## config.mk

```make
export PLATFORM = sky130hd
export DESIGN_NAME = sha1_digest_stage
export DESIGN_NICKNAME = d
export VERILOG_FILES = /design/src/sha1_pkg.sv /design/src/sha1_digest_stage.sv
export SDC_FILE = /design/constraint.sdc
export NUM_CORES = 1
export LEC_CHECK = 0
export ABC_CLOCK_PERIOD_IN_PS = 4130
export BUFFER_PORTS_ARGS = -buffer_cell sky130_fd_sc_hd__buf_2
export CAP_MARGIN = 0
export CORE_AREA = 2 2 187 189
export CTS_BUF_LIST = sky130_fd_sc_hd__clkbuf_4 sky130_fd_sc_hd__clkbuf_8
export CTS_CLUSTER_DIAMETER = 120
export DETAILED_ROUTE_END_ITERATION = 6
export DIE_AREA = 0 0 189 191
export GPL_ROUTABILITY_DRIVEN = 0
export PLACE_DENSITY = 0.57
export RECOVER_POWER = 50
export SETUP_SLACK_MARGIN = 0.05
export SLEW_MARGIN = 20
export SYNTH_ARGS = -nofsm -noshare
export SYNTH_HDL_FRONTEND = slang
export SYNTH_SLANG_ARGS = --single-unit
```

## constraint.sdc

```tcl
create_clock -name clk -period 4.13 [get_ports clk]
set_clock_uncertainty 0.2 [all_clocks]
set_input_delay 0.826 -clock clk [delete_from_list [all_inputs] [get_ports clk]]
set_output_delay 0.826 -clock clk [all_outputs]
set_load 0.02 [all_outputs]
```

## src/sha1_pkg.sv

```systemverilog
// SHA-1 widths, constants and shared types; every pipeline stage and the testbench import this
`default_nettype none

package sha1_pkg;

	// word and block geometry
	localparam int word_bits = 32;
	localparam int state_words = 5;
	localparam int digest_bits = state_words * word_bits;
	localparam int msg_words = 5;
	localparam int window_words = 16;
	localparam int round_count = 80;

	// input register, one register per round, feed-forward register
	localparam int pipe_latency = round_count + 2;

	typedef logic [word_bits-1:0] word_t;

	// chaining values, messages and digests; word a sits in the top bits
	typedef logic [digest_bits-1:0] digest_t;

	// the five working variables, a in the high word
	typedef struct packed {
		word_t a;
		word_t b;
		word_t c;
		word_t d;
		word_t e;
	} sha1_vars_t;

	// same 160 bits seen flat (ports, feed-forward) or as variables (rounds)
	typedef union packed {
		digest_t flat;
		sha1_vars_t vars;
	} sha1_state_u;

	// schedule words t .. t+15, entry 0 feeds the current round
	typedef word_t [window_words-1:0] window_t;

	// round constants
	localparam word_t k_00_19 = 32'h5a827999;
	localparam word_t k_20_39 = 32'h6ed9eba1;
	localparam word_t k_40_59 = 32'h8f1bbcdc;
	localparam word_t k_60_79 = 32'hca62c1d6;

	// fixed padding of the second HMAC block
	localparam word_t pad_marker = 32'h80000000;

	// 64-byte pad block plus 20 message bytes = 672 bits
	localparam word_t pad_length = 32'h000002a0;

endpackage

`default_nettype wire

```

## src/sha1_digest_stage.sv

```systemverilog
// last pipeline register; adds the carried chaining value to the final state to finish the digest
`default_nettype none
`timescale 1ns/10ps

module sha1_digest_stage
	import sha1_pkg::*;
(
	input wire logic clk,
	input wire logic rst_n,
	input wire logic valid_in,
	input wire sha1_state_u state_in,
	input wire digest_t ctx_in,
	output logic out_valid,
	output digest_t out_digest
);

	digest_t sum;

	// feed-forward, each word wraps on its own
	always_comb
	begin
		for (int i = 0; i < state_words; i++)
		begin
			sum[i * word_bits +: word_bits] = state_in.flat[i * word_bits +: word_bits]
				+ ctx_in[i * word_bits +: word_bits];
		end
	end

	always_ff @(posedge clk)
	begin
		if (!rst_n)
			out_valid <= 1'b0;
		else
			out_valid <= valid_in;
	end

	always_ff @(posedge clk)
	begin
		out_digest <= sum;
	end

	// reset has to reach every valid register along the whole chain
	a_valid_known: assert property (@(posedge clk) $past(rst_n) |-> !$isunknown(out_valid))
		else $error("out_valid unknown after reset");

endmodule

`default_nettype wire

```

==> reports/metrics.yaml <==
synth_cell_types: 73
total_power_mw: 5.45
p_leak_nw: 7.00
initial_utilization: 0.328
post_cts_buffers: 0
synth_enable_flop_cells: 0
dieArea_sq_um: 36100
register_area_sq_um: 3220
synthDominantCellAreaShare: 0.288
yosys-top-cells-area: "dfxtp_1 29%, ha_1 17%, xnor2_1 7.2%"
clk_path_buf_depth: 2
hold_path_class: "in -> reg"
antenna_found_initial: 10
fmax_mhz: 293
yosysWarnings: 0
firstDrtPassIters: 5
maxSlewViolCount: 0
path_class: "in -> reg"
num_io_pins: 484
dr.first_iter.drc_count: 421
critPathRequiredTime_ps: 4300
drv_cap: 0
grt_pass1_wl_um: 57600
grt_overflow: 0
yosys_most_used_dff: "dfxtp_1"
final_nets: 2242
crit_path_end_kind: "flop"
wl_per_cell_um: 16.9
cts_tree: "done"
drc_errors: 0
yosys.cell_count.top_type: "dfxtp_1"
synthTopCellsByCount: "161 x dfxtp_1, 155 x ha_1, 130 x a21oi_1, 104 x a21o_1"
rsz0062_at_grt: "no"
synth_nets: 1763
cts-resized-gates: 0
syn_area_sq_um: 11200
cts.sinks: 161
post-route-min-period_ps: 3410
whs_ps: 332
syn2layout_area_growth_pct: 27.9
multi_input_area_sq_um: 7710
numPortBuffers: 483
ys_ff_latch: 161
async_flop_share: 0
status: "completed"
dieHeight_um: 191
yosys.area.top_type: "dfxtp_1"
finalWirelength_um: 37700
setup_viol: 0
grt_max_degree: 17
clk_pin_slew_ps: 90
viasPerCell: 5.03
gr-usage-all-layers: 0.202
core_region_area_sq_um: 34100
fill_cells: 3575
placedCellCount: 2195
vdd_drop_max_v: 0.000189
drive_gt1_frac: 0.227
root_buffer: "clkbuf_8"
cts.htree.levels: 4
tightestPinTransition_ps: 555
slew_headroom: 0.621
ant_nets: 0
hold_violations: 0
synth-seq-area-share: 0.288
avgSynthCellArea_sq_um: 8.74
fin_util: 0.420
hpwl_um: 31800
rows: 68
fin_crit_sh: 0.826
num_vias: 11222
power.density_nw_per_um2: 381
postCtsHoldBufs: 0
cts_made_buffers: 17
dieWidth_um: 189
synthCells: 1280
critPathMaxFanout: 3
start_kind: "primary input"
cp.arrival_ps: 3590
grt_pass1_vias: 11072
fin_setup_tns_ps: 0
finalNonFillerCells: 2233
registers in the layout (all words and copies together) (netlist names):
| register | count |
|---|---|
| out_valid | 1 |
| out_digest | 160 |
where the power goes:
| group | internal, mW | total [mW] | switching [mW] | leakage, nW |
|---|---|---|---|---|
| logic | 0.850 | 2.30 | 1.45 | 5.45 |
| clock network | 0.474 | 1.15 | 0.679 | 0.184 |
| registers | 1.90 | 2.00 | 0.0998 | 1.36 |
| total | 3.23 | 5.45 | 2.23 | 7.00 |
path summary, 6_finish.rpt:
| path | from | endpoint | slack (ps) | cells past startpoint |
|---|---|---|---|---|
| worst min-delay path | valid_in | out_valid | 330 | 2 |
| worst max-delay path | state_in[0] | out_digest[30] | 720 | 12 |
placed cells by master (no fill, tap or decap), types with 9 or more instances in the layout:
master and count:
buf_2 353, dfxtp_1 161, ha_1 155, a21oi_1 131, clkbuf_1 130, a21o_1 104
xnor2_1 92, nand2_1 92, nor2_1 75, o21ai_0 69, xor2_1 54, inv_1 39
nand3_1 24, nand4_1 23, o21bai_1 21, clkbuf_8 20, nor3_1 19, o21a_1 16
a31oi_1 16, nand2b_1 16, nor2b_1 14, and3_1 12, o211ai_1 11, a211oi_1 9
o31ai_1 9
metrics by stage:
stage	cell area, sq um	worst slack (ps)
after global placement	14100	347
final	14300	718
after CTS	14500	801
after floorplan	11200	649
after global routing	14300	591
after detailed placement	14100	251
kinds of logic after synthesis:
| kind of cell | Yosys count | synth area share |
|---|---|---|
| xor gates and xnor gates | 146 | 0.114 |
| and+or+nand+nor | 305 | 0.131 |
| buffers and inverters | 64 | 0.0219 |
| adders and majority gates | 160 | 0.182 |
| DFF | 161 | 0.288 |
| AOI/OAI and AO/OA | 444 | 0.263 |
area by class of cell:
cell class / count / share of cell area
Clock inverter: 12 / 0.00699
Tap cell: 455 / 0.0398
Sequential cell: 161 / 0.225
Antenna cell: 6 / 0.00105
Inverter: 39 / 0.0102
Timing Repair Buffer: 485 / 0.159
Clock buffer: 20 / 0.0192
Multi-Input combinational cell: 1055 / 0.539
worst max-delay path: stages:
cell and delay, ps:
buf_2 100, ha_1 220, fa_1 410, a21o_1 190, a21oi_1 190, nand2b_1 180
a211oi_1 130, o31ai_1 380, a21oi_1 230, a221oi_2 420, o31ai_1 150, xor2_1 150
per-layer routing:
layer | vias to the layer above | share of wire | global-route usage
met5 | - | 0.00034 | 0
met4 | 2 | 0.018 | 0.0658
met3 | 42 | 0.067 | 0.0543
met2 | 388 | 0.50 | 0.363
met1 | 5107 | 0.42 | 0.231
li1 | 5683 | - | -
(Power assumes the default switching activity.)
