===== config.mk =====
export PLATFORM = sky130hd
export DESIGN_NAME = sha1_round_stage
export DESIGN_NICKNAME = d
export VERILOG_FILES = /design/src/sha1_pkg.sv /design/src/sha1_round_stage.sv
export SDC_FILE = /design/constraint.sdc
export NUM_CORES = 1
export LEC_CHECK = 0
export BUFFER_PORTS_ARGS = -buffer_cell sky130_fd_sc_hd__clkbuf_2
export CAP_MARGIN = 20
export CELL_PAD_IN_SITES_DETAIL_PLACEMENT = 1
export CELL_PAD_IN_SITES_GLOBAL_PLACEMENT = 1
export CORE_AREA = 2 2 657 659
export CTS_CLUSTER_DIAMETER = 100
export CTS_CLUSTER_SIZE = 14
export DETAILED_ROUTE_END_ITERATION = 8
export DIE_AREA = 0 0 659 661
export GPL_TIMING_DRIVEN = 0
export HOLD_SLACK_MARGIN = 0.08
export PLACE_DENSITY = 0.32
export SYNTH_ARGS = -nofsm -noshare
export SYNTH_HDL_FRONTEND = slang
export SYNTH_SLANG_ARGS = --single-unit

===== constraint.sdc =====
create_clock -name clk -period 6.8 [get_ports clk]
set_clock_uncertainty 0.05 [all_clocks]
set_input_delay 1.36 -clock clk [delete_from_list [all_inputs] [get_ports clk]]
set_output_delay 1.36 -clock clk [all_outputs]
set_load 0.005 [all_outputs]

===== src/sha1_pkg.sv =====
// SHA-1 widths, constants and shared types; every pipeline stage and the testbench import this
`default_nettype none

package sha1_pkg;

	// word and block geometry
	localparam int word_bits = 32;
	localparam int state_words = 5;
	localparam int digest_bits = state_words * word_bits;
	localparam int msg_words = 5;
	localparam int window_words = 16;
	localparam int round_count = 80;

	// input register, one register per round, feed-forward register
	localparam int pipe_latency = round_count + 2;

	typedef logic [word_bits-1:0] word_t;

	// chaining values, messages and digests; word a sits in the top bits
	typedef logic [digest_bits-1:0] digest_t;

	// the five working variables, a in the high word
	typedef struct packed {
		word_t a;
		word_t b;
		word_t c;
		word_t d;
		word_t e;
	} sha1_vars_t;

	// same 160 bits seen flat (ports, feed-forward) or as variables (rounds)
	typedef union packed {
		digest_t flat;
		sha1_vars_t vars;
	} sha1_state_u;

	// schedule words t .. t+15, entry 0 feeds the current round
	typedef word_t [window_words-1:0] window_t;

	// round constants
	localparam word_t k_00_19 = 32'h5a827999;
	localparam word_t k_20_39 = 32'h6ed9eba1;
	localparam word_t k_40_59 = 32'h8f1bbcdc;
	localparam word_t k_60_79 = 32'hca62c1d6;

	// fixed padding of the second HMAC block
	localparam word_t pad_marker = 32'h80000000;

	// 64-byte pad block plus 20 message bytes = 672 bits
	localparam word_t pad_length = 32'h000002a0;

endpackage

`default_nettype wire


===== src/sha1_round_stage.sv =====
// one registered SHA-1 round with one message schedule step, replicated eighty times by the top level
`default_nettype none
`timescale 1ns/10ps

module sha1_round_stage
	import sha1_pkg::*;
#(
	parameter int round_index = 0
)
(
	input wire logic clk,
	input wire logic rst_n,
	input wire logic valid_in,
	input wire sha1_state_u state_in,
	input wire window_t window_in,
	input wire digest_t ctx_in,
	output logic valid_out,
	output sha1_state_u state_out,
	output window_t window_out,
	output digest_t ctx_out
);

	// constant for this round's range
	localparam word_t round_k =
		(round_index < 20) ? k_00_19 :
		(round_index < 40) ? k_20_39 :
		(round_index < 60) ? k_40_59 : k_60_79;

	// W[t+16] is only consumed up to round 79
	localparam bit extend_schedule = (round_index < round_count - window_words);

	sha1_state_u next_state;
	window_t next_window;
	word_t sched_word;

	function automatic word_t rotl(input word_t x, input int n);
		return (x << n) | (x >> (word_bits - n));
	endfunction

	// choose, parity, majority, parity
	function automatic word_t round_f(input word_t b, input word_t c, input word_t d);
		if (round_index < 20)
			return (b & c) | (~b & d);
		else if (round_index < 40)
			return b ^ c ^ d;
		else if (round_index < 60)
			return (b & c) | (b & d) | (c & d);
		else
			return b ^ c ^ d;
	endfunction

	always_comb
	begin
		next_state.vars.a = rotl(state_in.vars.a, 5)
			+ round_f(state_in.vars.b, state_in.vars.c, state_in.vars.d)
			+ state_in.vars.e + round_k + window_in[0];
		next_state.vars.b = state_in.vars.a;
		next_state.vars.c = rotl(state_in.vars.b, 30);
		next_state.vars.d = state_in.vars.c;
		next_state.vars.e = state_in.vars.d;
	end

	// new schedule word from entries 0, 2, 8 and 13 of the window
	always_comb
	begin
		if (extend_schedule)
			sched_word = rotl(window_in[0] ^ window_in[2] ^ window_in[8] ^ window_in[13], 1);
		else
			sched_word = '0;
	end

	// slide the window down one word, new word on top
	always_comb
	begin
		for (int i = 0; i < window_words - 1; i++)
		begin
			next_window[i] = window_in[i + 1];
		end
		next_window[window_words - 1] = sched_word;
	end

	always_ff @(posedge clk)
	begin
		if (!rst_n)
			valid_out <= 1'b0;
		else
			valid_out <= valid_in;
	end

	always_ff @(posedge clk)
	begin
		state_out <= next_state;
		window_out <= next_window;
		ctx_out <= ctx_in;
	end

	// strobe moves exactly one stage per clock outside reset
	a_valid_step: assert property (
		@(posedge clk) (rst_n && $past(rst_n)) |-> (valid_out == $past(valid_in)))
		else $error("round %0d valid did not follow its input by one cycle", round_index);

endmodule

`default_nettype wire


==> impl_metrics.toml <==
[grt]
grt_pass1_wl_mm = 270.2
track_usage = 0.1011
antenna_found_initial = 199
grt_pass1_vias = 20090
grt_max_degree = 15
overflow = 0

[synthesis]
syn_nets = 2411
synthMuxAreaShare = 0.01553
yosys.area_share.adder = 0.09237
synth_top_family_by_area = "adder cells"
ys_types = 49
synth_compound_area_frac = 0.02732
synth_ff_type = "dfxtp_1"
synth-edff-count = 0
synthXorXnorAreaFrac = 0.05073
ys.warnings.count = 0
ys_ff_latch = 833
ys_seq_area_frac = 0.7665
synth_area_sq_mm = 0.02175
synthCells = 1452
synthSimpleGateAreaFrac = 0.01921
avgSynthCellArea_sq_um = 14.98
ys_async_sr_fraction = 0

[critical_path]
slowest_delay_ps = 800
endpoint = "state_out[157]"
crit_arrival_ps = 6580
cp_max_fo = 7
crit_start = "window_in[19]"
path_depth = 16
crit_buf_inv = 5
cpLargestDelayFamily = "adder cells"
required_ps = 7450
crit_type = "in -> reg"
cp_slowest_cell = "fa_1"
startpoint_type = "input pin"
cp_cell_sequence = "clkbuf_2 > inv_1 > fa_1 > inv_1 > fa_1 > ha_1 > ha_1 > clkbuf_1 > nand2_1 > nor2_1 > nand2_1 > a31oi_2 > buf_8 > nand3b_1 > a21boi_1 > xnor2_1"
worstSetupEndpointType = "register"

[detailed_routing]
drt-pass1-iter-count = 4
wl_per_cell_um = 25.47
drtIter0Drc = 557
wirelength_mm = 229.8
route.vias.total = 18550
vias_per_cell = 2.055
drc = 0
ant_nets = 0

[die]
die_w_um = 659
core_sq_mm = 0.4291
start_util = 0.05070
io-pin-count = 1668
rows = 241
die_h_um = 661
die-area_sq_mm = 0.4356

[pwr]
total_power_mw = 13.80
peakVddDrop_v = 0.0001652
power_leakage_nw = 18.15
power.density_mw_per_mm2 = 340.9

[clock_network]
post-cts-setup-buffers = 0
clk_pin_slew_worst_paths_ps = 70
cts-root-buf = "clkbuf_16"
clock-sinks = 833
htreeDepth = 3
cts_tree = "yes"
cts_buffers = 98
cts_resized = 0
clock_path_buffers = 4
hold_buffers = 0

[flow_run]
max_cap_violations = 0

[sta]
worst_hold_slack_ps = 543.2
min_period_ps = 5922
tns_ps = 0
finalHoldViolCount = 0
finalSetupViolations = 0
max_freq_mhz = 168.9
worst_pin_slew_ps = 1024
slew_viol_final = 0
rsz0062_at_grt = "no"
relSlewSlack = 0.3171
fin_crit_sh = 0.8709

[cells_and_area]
layout-drive-gt1-share = 0.5628
layout_commonest_cell = "clkbuf_2"
most-common-layout-cells = "clkbuf_2, dfxtp_1, inv_1"
syn_to_final_growth_pct = 86.11
design_area_sq_mm = 0.04049
fillers = 50620
layout.nets = 4182

[placement]
dp_hpwl_mm = 209.6
gp_congestion = 0.8196
dpl-instance-area_sq_mm = 0.03729
portBuffers = 1667

[hold_path]
hold_path.class = "in -> reg"

[status]
run_status = "finished, final reports clean"
[report_power, final]
group	switching [mW]	internal, mW
registers	0.116	5.28
logic	1.88	1.05
clock network	2.60	2.88
total	4.59	9.21
[sequential cells by signal (all words and copies together) (netlist names)]
name and flops:
ctx_out 160, window_out 512, valid_out 1, state_out 160
[how the worst min path moves through the flow]
stage | startpoint | endpoint | slack (ps) | depth (start not counted)
after floorplan | ctx_in[0] | ctx_out[0] | 1340 | 0
after detailed placement | ctx_in[69] | ctx_out[69] | 1410 | 1
after global routing | window_in[50] | window_out[18] | 440 | 1
final | window_in[476] | window_out[444] | 540 | 1
after CTS | window_in[476] | window_out[444] | 400 | 1
after global placement | window_in[46] | window_out[14] | 1410 | 1
[synth_stat cells (2+ instances only)]
library cell / number / share of area
o21ai_0: 9 / 0.0021
nor2b_1: 3 / 0.00086
nor4_1: 2 / 0.00058
mux2_2: 14 / 0.0072
nor3_1: 9 / 0.0021
nand2_1: 20 / 0.0035
xor2_1: 39 / 0.016
o21bai_1: 4 / 0.0014
clkbuf_1: 4 / 0.00069
dfxtp_1: 833 / 0.77
ha_1: 63 / 0.036
fa_1: 61 / 0.056
mux2i_1: 18 / 0.0083
nand3b_1: 2 / 0.00069
and2_1: 4 / 0.0012
nand3_1: 7 / 0.0016
nand2b_1: 3 / 0.00086
a31oi_1: 3 / 0.00086
inv_1: 157 / 0.027
a21oi_1: 30 / 0.0069
xnor2_1: 87 / 0.035
nand4_1: 4 / 0.0012
a211oi_1: 4 / 0.0014
nor2_1: 24 / 0.0041
o211ai_1: 2 / 0.00069
and3_1: 3 / 0.00086
o21ai_1: 5 / 0.0012
a2111oi_2: 2 / 0.0014
o21a_1: 4 / 0.0014
a311oi_1: 2 / 0.00081
a21o_1: 12 / 0.0041
[layout make-up]
type                            instances  area, sq um  share of cell area
Clock buffer                          104         2505             0.06187
Clock inverter                         46        593.1             0.01465
Buffer                                  5        26.28           0.0006490
Sequential cell                       833        16680              0.4119
Tap cell                             5710         7144              0.1765
Timing Repair Buffer                 1671         8384              0.2071
Inverter                              157        589.3             0.01456
Antenna cell                           40        100.1            0.002472
Multi-Input combinational cell        457         4469              0.1104
[cells by family (layout without fill, tap and decap cells)]
group	after synthesis	in the layout
DFF	833	833
buffers and inverters	162	1983
xor gates and xnor gates	126	126
adders and majority gates	124	124
AOI/OAI and AO/OA	89	89
and+or+nand+nor	86	86
muxes	32	32
other	0	40
[through the flow]
stage               cells  worst slack, ps     util
finish               9023            877.8  0.09436
global placement     8829            -1658  0.08679
global route         8990            644.6  0.09416
CTS                  8983            376.2  0.09412
detailed placement   8833           -603.2  0.08690
floorplan            1452             1938        -
[per-layer routing]
layer | track usage | routed length, um
met3 | 0.05956 | 30320
met1 | 0.1009 | 78950
met2 | 0.1776 | 113200
met4 | 0.02642 | 7173
met5 | 0 | 121
Note: power is estimated with default switching activity, not from simulation.
