<file path="config.mk">
export PLATFORM = sky130hd
export DESIGN_NAME = sha1_input_stage
export DESIGN_NICKNAME = d
export VERILOG_FILES = /design/src/sha1_pkg.sv /design/src/sha1_input_stage.sv
export SDC_FILE = /design/constraint.sdc
export NUM_CORES = 1
export LEC_CHECK = 0
export BUFFER_PORTS_ARGS = -buffer_cell sky130_fd_sc_hd__clkbuf_2
export CORE_AREA = 2 2 453 455
export DETAILED_ROUTE_END_ITERATION = 8
export DIE_AREA = 0 0 455 457
export GPL_TIMING_DRIVEN = 1
export SYNTH_ARGS = -nofsm -noshare
export SYNTH_HDL_FRONTEND = slang
export SYNTH_SLANG_ARGS = --single-unit
</file>
<file path="constraint.sdc">
create_clock -name clk -period 0.9 [get_ports clk]
set_clock_uncertainty 0.05 [all_clocks]
set_input_delay 0.135 -clock clk [delete_from_list [all_inputs] [get_ports clk]]
set_output_delay 0.135 -clock clk [all_outputs]
set_load 0.005 [all_outputs]
</file>
<file path="src/sha1_pkg.sv">
// SHA-1 widths, constants and shared types; every pipeline stage and the testbench import this
`default_nettype none

package sha1_pkg;

	// word and block geometry
	localparam int word_bits = 32;
	localparam int state_words = 5;
	localparam int digest_bits = state_words * word_bits;
	localparam int msg_words = 5;
	localparam int window_words = 16;
	localparam int round_count = 80;

	// input register, one register per round, feed-forward register
	localparam int pipe_latency = round_count + 2;

	typedef logic [word_bits-1:0] word_t;

	// chaining values, messages and digests; word a sits in the top bits
	typedef logic [digest_bits-1:0] digest_t;

	// the five working variables, a in the high word
	typedef struct packed {
		word_t a;
		word_t b;
		word_t c;
		word_t d;
		word_t e;
	} sha1_vars_t;

	// same 160 bits seen flat (ports, feed-forward) or as variables (rounds)
	typedef union packed {
		digest_t flat;
		sha1_vars_t vars;
	} sha1_state_u;

	// schedule words t .. t+15, entry 0 feeds the current round
	typedef word_t [window_words-1:0] window_t;

	// round constants
	localparam word_t k_00_19 = 32'h5a827999;
	localparam word_t k_20_39 = 32'h6ed9eba1;
	localparam word_t k_40_59 = 32'h8f1bbcdc;
	localparam word_t k_60_79 = 32'hca62c1d6;

	// fixed padding of the second HMAC block
	localparam word_t pad_marker = 32'h80000000;

	// 64-byte pad block plus 20 message bytes = 672 bits
	localparam word_t pad_length = 32'h000002a0;

endpackage

`default_nettype wire

</file>
<file path="src/sha1_input_stage.sv">
// first pipeline register; loads the chaining value and the padded sixteen-word schedule window
`default_nettype none
`timescale 1ns/10ps

module sha1_input_stage
	import sha1_pkg::*;
(
	input wire logic clk,
	input wire logic rst_n,
	input wire logic in_valid,
	input wire digest_t in_ctx,
	input wire digest_t in_data,
	output logic valid,
	output sha1_state_u state,
	output window_t window,
	output digest_t ctx
);

	window_t block;

	// five data words, marker, zeros, then the bit length
	always_comb
	begin
		block = '0;
		for (int i = 0; i < msg_words; i++)
		begin
			// first message word is the top word of in_data
			block[i] = in_data[digest_bits - 1 - i * word_bits -: word_bits];
		end
		block[msg_words] = pad_marker;
		block[window_words - 1] = pad_length;
	end

	always_ff @(posedge clk)
	begin
		if (!rst_n)
			valid <= 1'b0;
		else
			valid <= in_valid;
	end

	// chaining value seeds the working state and rides along for the final add
	always_ff @(posedge clk)
	begin
		state.flat <= in_ctx;
		ctx <= in_ctx;
		window <= block;
	end

	a_valid_cleared: assert property (@(posedge clk) !rst_n |=> !valid)
		else $error("input stage valid set in the cycle after reset");

endmodule

`default_nettype wire

</file>
==> metrics.yaml, run 1 <==
status: "complete, but fails checks"
violations: "setup timing"
antenna_found_initial: 116
setup_viol_count_final: 482
portBuffers: 803
hold_depth: 2
path_buf_inv: 1
cts_tree: "done"
dpl.hpwl_mm: 114
seq_power_share_pct: 35.5
dieArea_mm2: 0.208
firstDrtPassIters: 4
vias: 9650
cts_buffers: 49
final_antenna_net_count: 0
postCtsSetupBuffers: 0
arrival_ps: 1220
fin_area_mm2: 0.0255
grt_pass1_vias: 9347
overflow: 0
path_clk_slew_ps: 60
wl_mm: 129
first_iter_violations: 349
dieHeight_um: 457
synth_seq_area_share_pct: 62.5
drive_gt1_share_pct: 61.0
maxSlewViolCount: 0
cp-start-kind: "flip-flop"
cp_max_fo: 2
track_usage_pct: 11.9
die_w_um: 455
synth_seq_cells: 321
synth.distinct_cells: 4
num_rows: 166
max_stage_delay_ps: 430
maxCapViolCount: 0
min_period_over_period_pct: 156
p_int_mw: 31.3
gp_congestion: 1.16
drcViolationCount: 0
netlist_area_mm2: 0.0103
crit_path_end_kind: "output port"
hold_viol: 0
ctsLongestPathBuffers: 3
ir_drop_v: 0.00120
layout_setup_ws_ps: -501
p_sw_share_pct: 29.6
clkSinkCount: 321
vias_per_cell: 2.06
grt_pass1_wl_mm: 147
path_class: "flip-flop to output port"
combPwrFrac_pct: 17.3
p_clk_share_pct: 47.2
min_period_ps: 1400
crit_chain: "buf_8"
wl_per_cell_um: 27.5
cts-root-buf: "clkbuf_16"
yosysWarnings: 0
final_common_cell: "clkbuf_2"
nets: 2255
placed_area_mm2: 0.0155
area_growth_pct: 148
start_util_pct: 5.06
tns_ps: -198080
h-tree-depth: 2
core_area_mm2: 0.203
crit_family: "flip-flops"
final_cell_mix: "clkbuf_2, dlygate4sd3_1, conb_1"
netSwitchingPower_mw: 13.1
cpMaxStageDelayCell: "dfxtp_4"
hp-class: "primary input to flip-flop"
max_freq_ghz: 0.714
io_pins: 1156
synthCells: 836
crit_cells: 1
powerDensity_mw_per_mm2: 1750
total_leakage_power_nw: 11.1
crit_required_ps: 710
avgSynthCellArea_um2: 12.3
rsz0062_at_grt: "true"
grt_max_degree: 14
## final cells by class
type	count	area, um2
Tap cell	2688	3360
Clock buffer	58	1320
Clock inverter	32	384
Timing Repair Buffer	1207	12100
Antenna cell	18	45.0
Fill cell	22900	178000
Sequential cell	321	6940
Multi-Input combinational cell	353	1330
## per-layer routing
layer  global-route usage [%]  up-vias  wire, um
met1                     11.7     4424     41800
met5                        0        -       317
met4                     4.07       18      5740
li1                         -     3935         -
met3                     7.72      282     19900
met2                     20.0      991     60800
## repair_timing
item	in CTS	in global routing
resized for setup	873	448
endpoints found under the setup margin	481	481
hold endpoints to repair	321	0
hold buffers	404	0
## final timing paths
kind               to            start
max           ctx[48]  ctx[48]$_DFF_P_
min   ctx[30]$_DFF_P_       in_ctx[30]
## cells by family after synthesis
group                  after synthesis  synth area share, %
AND/OR/NAND/NOR                      1               0.0609
buffers and inverters              512                 37.4
other                                2               0.0730
flip-flops                         321                 62.5
## cells in the mapped netlist
library cell  instances  area (um2)
buf_4               512        3840
dfxtp_1             321        6430
conb_1                2        7.51
and2_1                1        6.26
## power by group through the flow
stage / registers (mW) / logic, mW / clock network (mW)
floorplan: 15.7 / 2.00 / 0
global placement: 15.6 / 4.57 / 0
detailed placement: 15.7 / 4.53 / 0
CTS: 15.6 / 7.56 / 22.2
global route: 15.8 / 8.33 / 22.5
finish: 15.8 / 7.69 / 21.0
## stage by stage
step	setup WS (ps)	utilization (%)	hold slack, ps	cells	power [mW]
after global routing	-575	12.5	28.1	4674	46.7
after detailed placement	-41.0	7.60	189	4165	20.2
after global placement	-24.7	7.60	188	4165	20.2
after CTS	-594	12.0	1.06	4659	45.3
after floorplan	289	-	113	1186	17.7
final	-501	12.5	68.3	4677	44.5
## state kept, by name, summed over array words and instances, names as in the netlist
register / cells
valid: 1
window: 160
ctx: 160
Note: power is estimated with default switching activity, not from simulation.
==> run 2, diff against run 1 <==
--- a/config.mk
+++ b/config.mk
@@ -13,3 +13,4 @@
 export SYNTH_ARGS = -nofsm -noshare
 export SYNTH_HDL_FRONTEND = slang
 export SYNTH_SLANG_ARGS = --single-unit
+export TNS_END_PERCENT = 30
==> metrics.yaml, run 2 (same netlist as run 1, synthesis figures left out) <==
status: "complete, but fails checks"  # unchanged
violations: "setup timing"  # unchanged
track_usage_pct: 11.8  # was 11.9%
vias: 9590  # was 9,650
ctsLongestPathBuffers: 3  # unchanged
cts-root-buf: "clkbuf_16"  # unchanged
total_leakage_power_nw: 10.9  # was 11.1 nW
cts_buffers: 49  # unchanged
startpoint: "ctx[100]$_DFF_P_"  # was ctx[48]$_DFF_P_
hp-class: "primary input to flip-flop"  # unchanged
max_freq_ghz: 0.712  # was 0.714 GHz
antenna_found_initial: 117  # was 116
path_class: "flip-flop to output port"  # unchanged
dieHeight_um: 457  # unchanged
io_pins: 1156  # unchanged
max_stage_delay_ps: 380  # was 430 ps
path_buf_inv: 1  # unchanged
reg_top3: "ctx x160, window x160, valid x1"  # unchanged
fillers: 23000  # was 22,900
h-tree-depth: 2  # unchanged
setup_viol_count_final: 482  # unchanged
first_iter_violations: 361  # was 349
power_mw: 44.2  # was 44.5 mW
placed_area_mm2: 0.0155  # unchanged
powerDensity_mw_per_mm2: 1780  # was 1750 mW/mm2
clkSinkCount: 321  # unchanged
portBuffers: 803  # unchanged
cpMaxStageDelayCell: "dfxtp_4"  # unchanged
maxCapViolCount: 0  # unchanged
rsz0062_at_grt: "true"  # unchanged
grt_pass1_vias: 9342  # was 9,347
gp_congestion: 1.16  # unchanged
start_util_pct: 5.06  # unchanged
wl_per_cell_um: 27.4  # was 27.5 um
num_rows: 166  # unchanged
final_common_cell: "clkbuf_2"  # unchanged
fin_area_mm2: 0.0249  # was 0.0255 mm2
area_growth_pct: 142  # was 148%
final_cell_mix: "clkbuf_2, dlygate4sd3_1, conb_1"  # unchanged
maxSlewViolCount: 0  # unchanged
wl_mm: 129  # about the same
vias_per_cell: 2.04  # was 2.06
grt_pass1_wl_mm: 146  # was 147 mm
crit_family: "flip-flops"  # unchanged
crit_path_end_kind: "output port"  # unchanged
arrival_ps: 1220  # about the same
firstDrtPassIters: 4  # unchanged
min_from: "in_data[11]"  # was in_ctx[30]
dieArea_mm2: 0.208  # unchanged
drcViolationCount: 0  # unchanged
crit_chain: "buf_12"  # was buf_8
nets: 2255  # unchanged
layout_setup_ws_ps: -504  # was -501 ps
cp_max_fo: 2  # unchanged
min_period_over_period_pct: 156  # about the same
min_period_ps: 1400  # about the same
path_clk_slew_ps: 60  # about the same
cts_tree: "done"  # unchanged
cp-start-kind: "flip-flop"  # unchanged
multi_input_area_mm2: 0.00133  # unchanged
grt_max_degree: 14  # unchanged
core_area_mm2: 0.203  # unchanged
overflow: 0  # unchanged
drive_gt1_share_pct: 60.6  # was 61.0%
final_antenna_net_count: 0  # unchanged
crit_required_ps: 710  # about the same
hold_viol: 0  # unchanged
fin_util_pct: 12.2  # was 12.5%
ir_drop_v: 0.00120  # about the same
seq_area_mm2: 0.00688  # was 0.00694 mm2
dpl.hpwl_mm: 114  # unchanged
die_w_um: 455  # unchanged
run 2: changes by cell type in the layout (fill, tap and decap cells not counted), moves of 10 or more:
cell,before,now
dfxtp_2,263,273
buf_2,6,37
clkbuf_2,417,428
dfxtp_4,50,31
buf_4,0,10
buf_6,75,89
buf_8,246,178
diode_2,18,34
run 2: power breakdown:
group / leakage (nW) / switching (mW) / internal [mW]
Combinational: 7.34 / 3.56 / 3.89
Clock: 0.822 / 8.85 / 12.1
Sequential: 2.72 / 0.651 / 15.1
Total: 10.9 / 13.1 / 31.1
run 2: repair_timing:
action                     in CTS  in global routing
hold endpoints to repair      321                  0
gates resized for setup       732                523
hold buffers                  404                  0
pin swaps                       0                  0
setup endpoints to repair     481                481
buffers inserted                0                  0
run 2: worst paths after layout:
| check | to | slack (ps) | depth (start not counted) |
|---|---|---|---|
| worst max-delay path | state[100] | -500 | 1 |
| worst min-delay path | window[139]$_DFF_P_ | 70 | 2 |
run 2: area by class of cell:
type	instances	share of cell area, %
sequential	321	27.7
multi-input combinational	353	5.33
tap	2688	13.5
clock buffer	58	5.30
antenna	34	0.342
clock inverter	32	1.54
timing repair buffer	1207	46.3
run 2: stage by stage:
stage / cells / setup TNS, ps / hold WS (ps) / setup slack (ps)
after floorplan: 1186 / 0 / 113 / 289
after global placement: 4165 / -24.7 / 188 / -24.7
after detailed placement: 4165 / -43.1 / 189 / -41.0
after CTS: 4659 / -245350 / 1.06 / -594
after global routing: 4680 / -233130 / 28.3 / -575
final: 4693 / -196470 / 74.3 / -504
run 2: per-layer routing:
layer  GRT usage [%]  part of all wire, %  vias up
met5               0                0.080        -
met4            4.25                  4.1       16
met3            8.48                   16      261
met2            19.8                   48      953
met1            11.2                   32     4409
li1                -                    -     3951
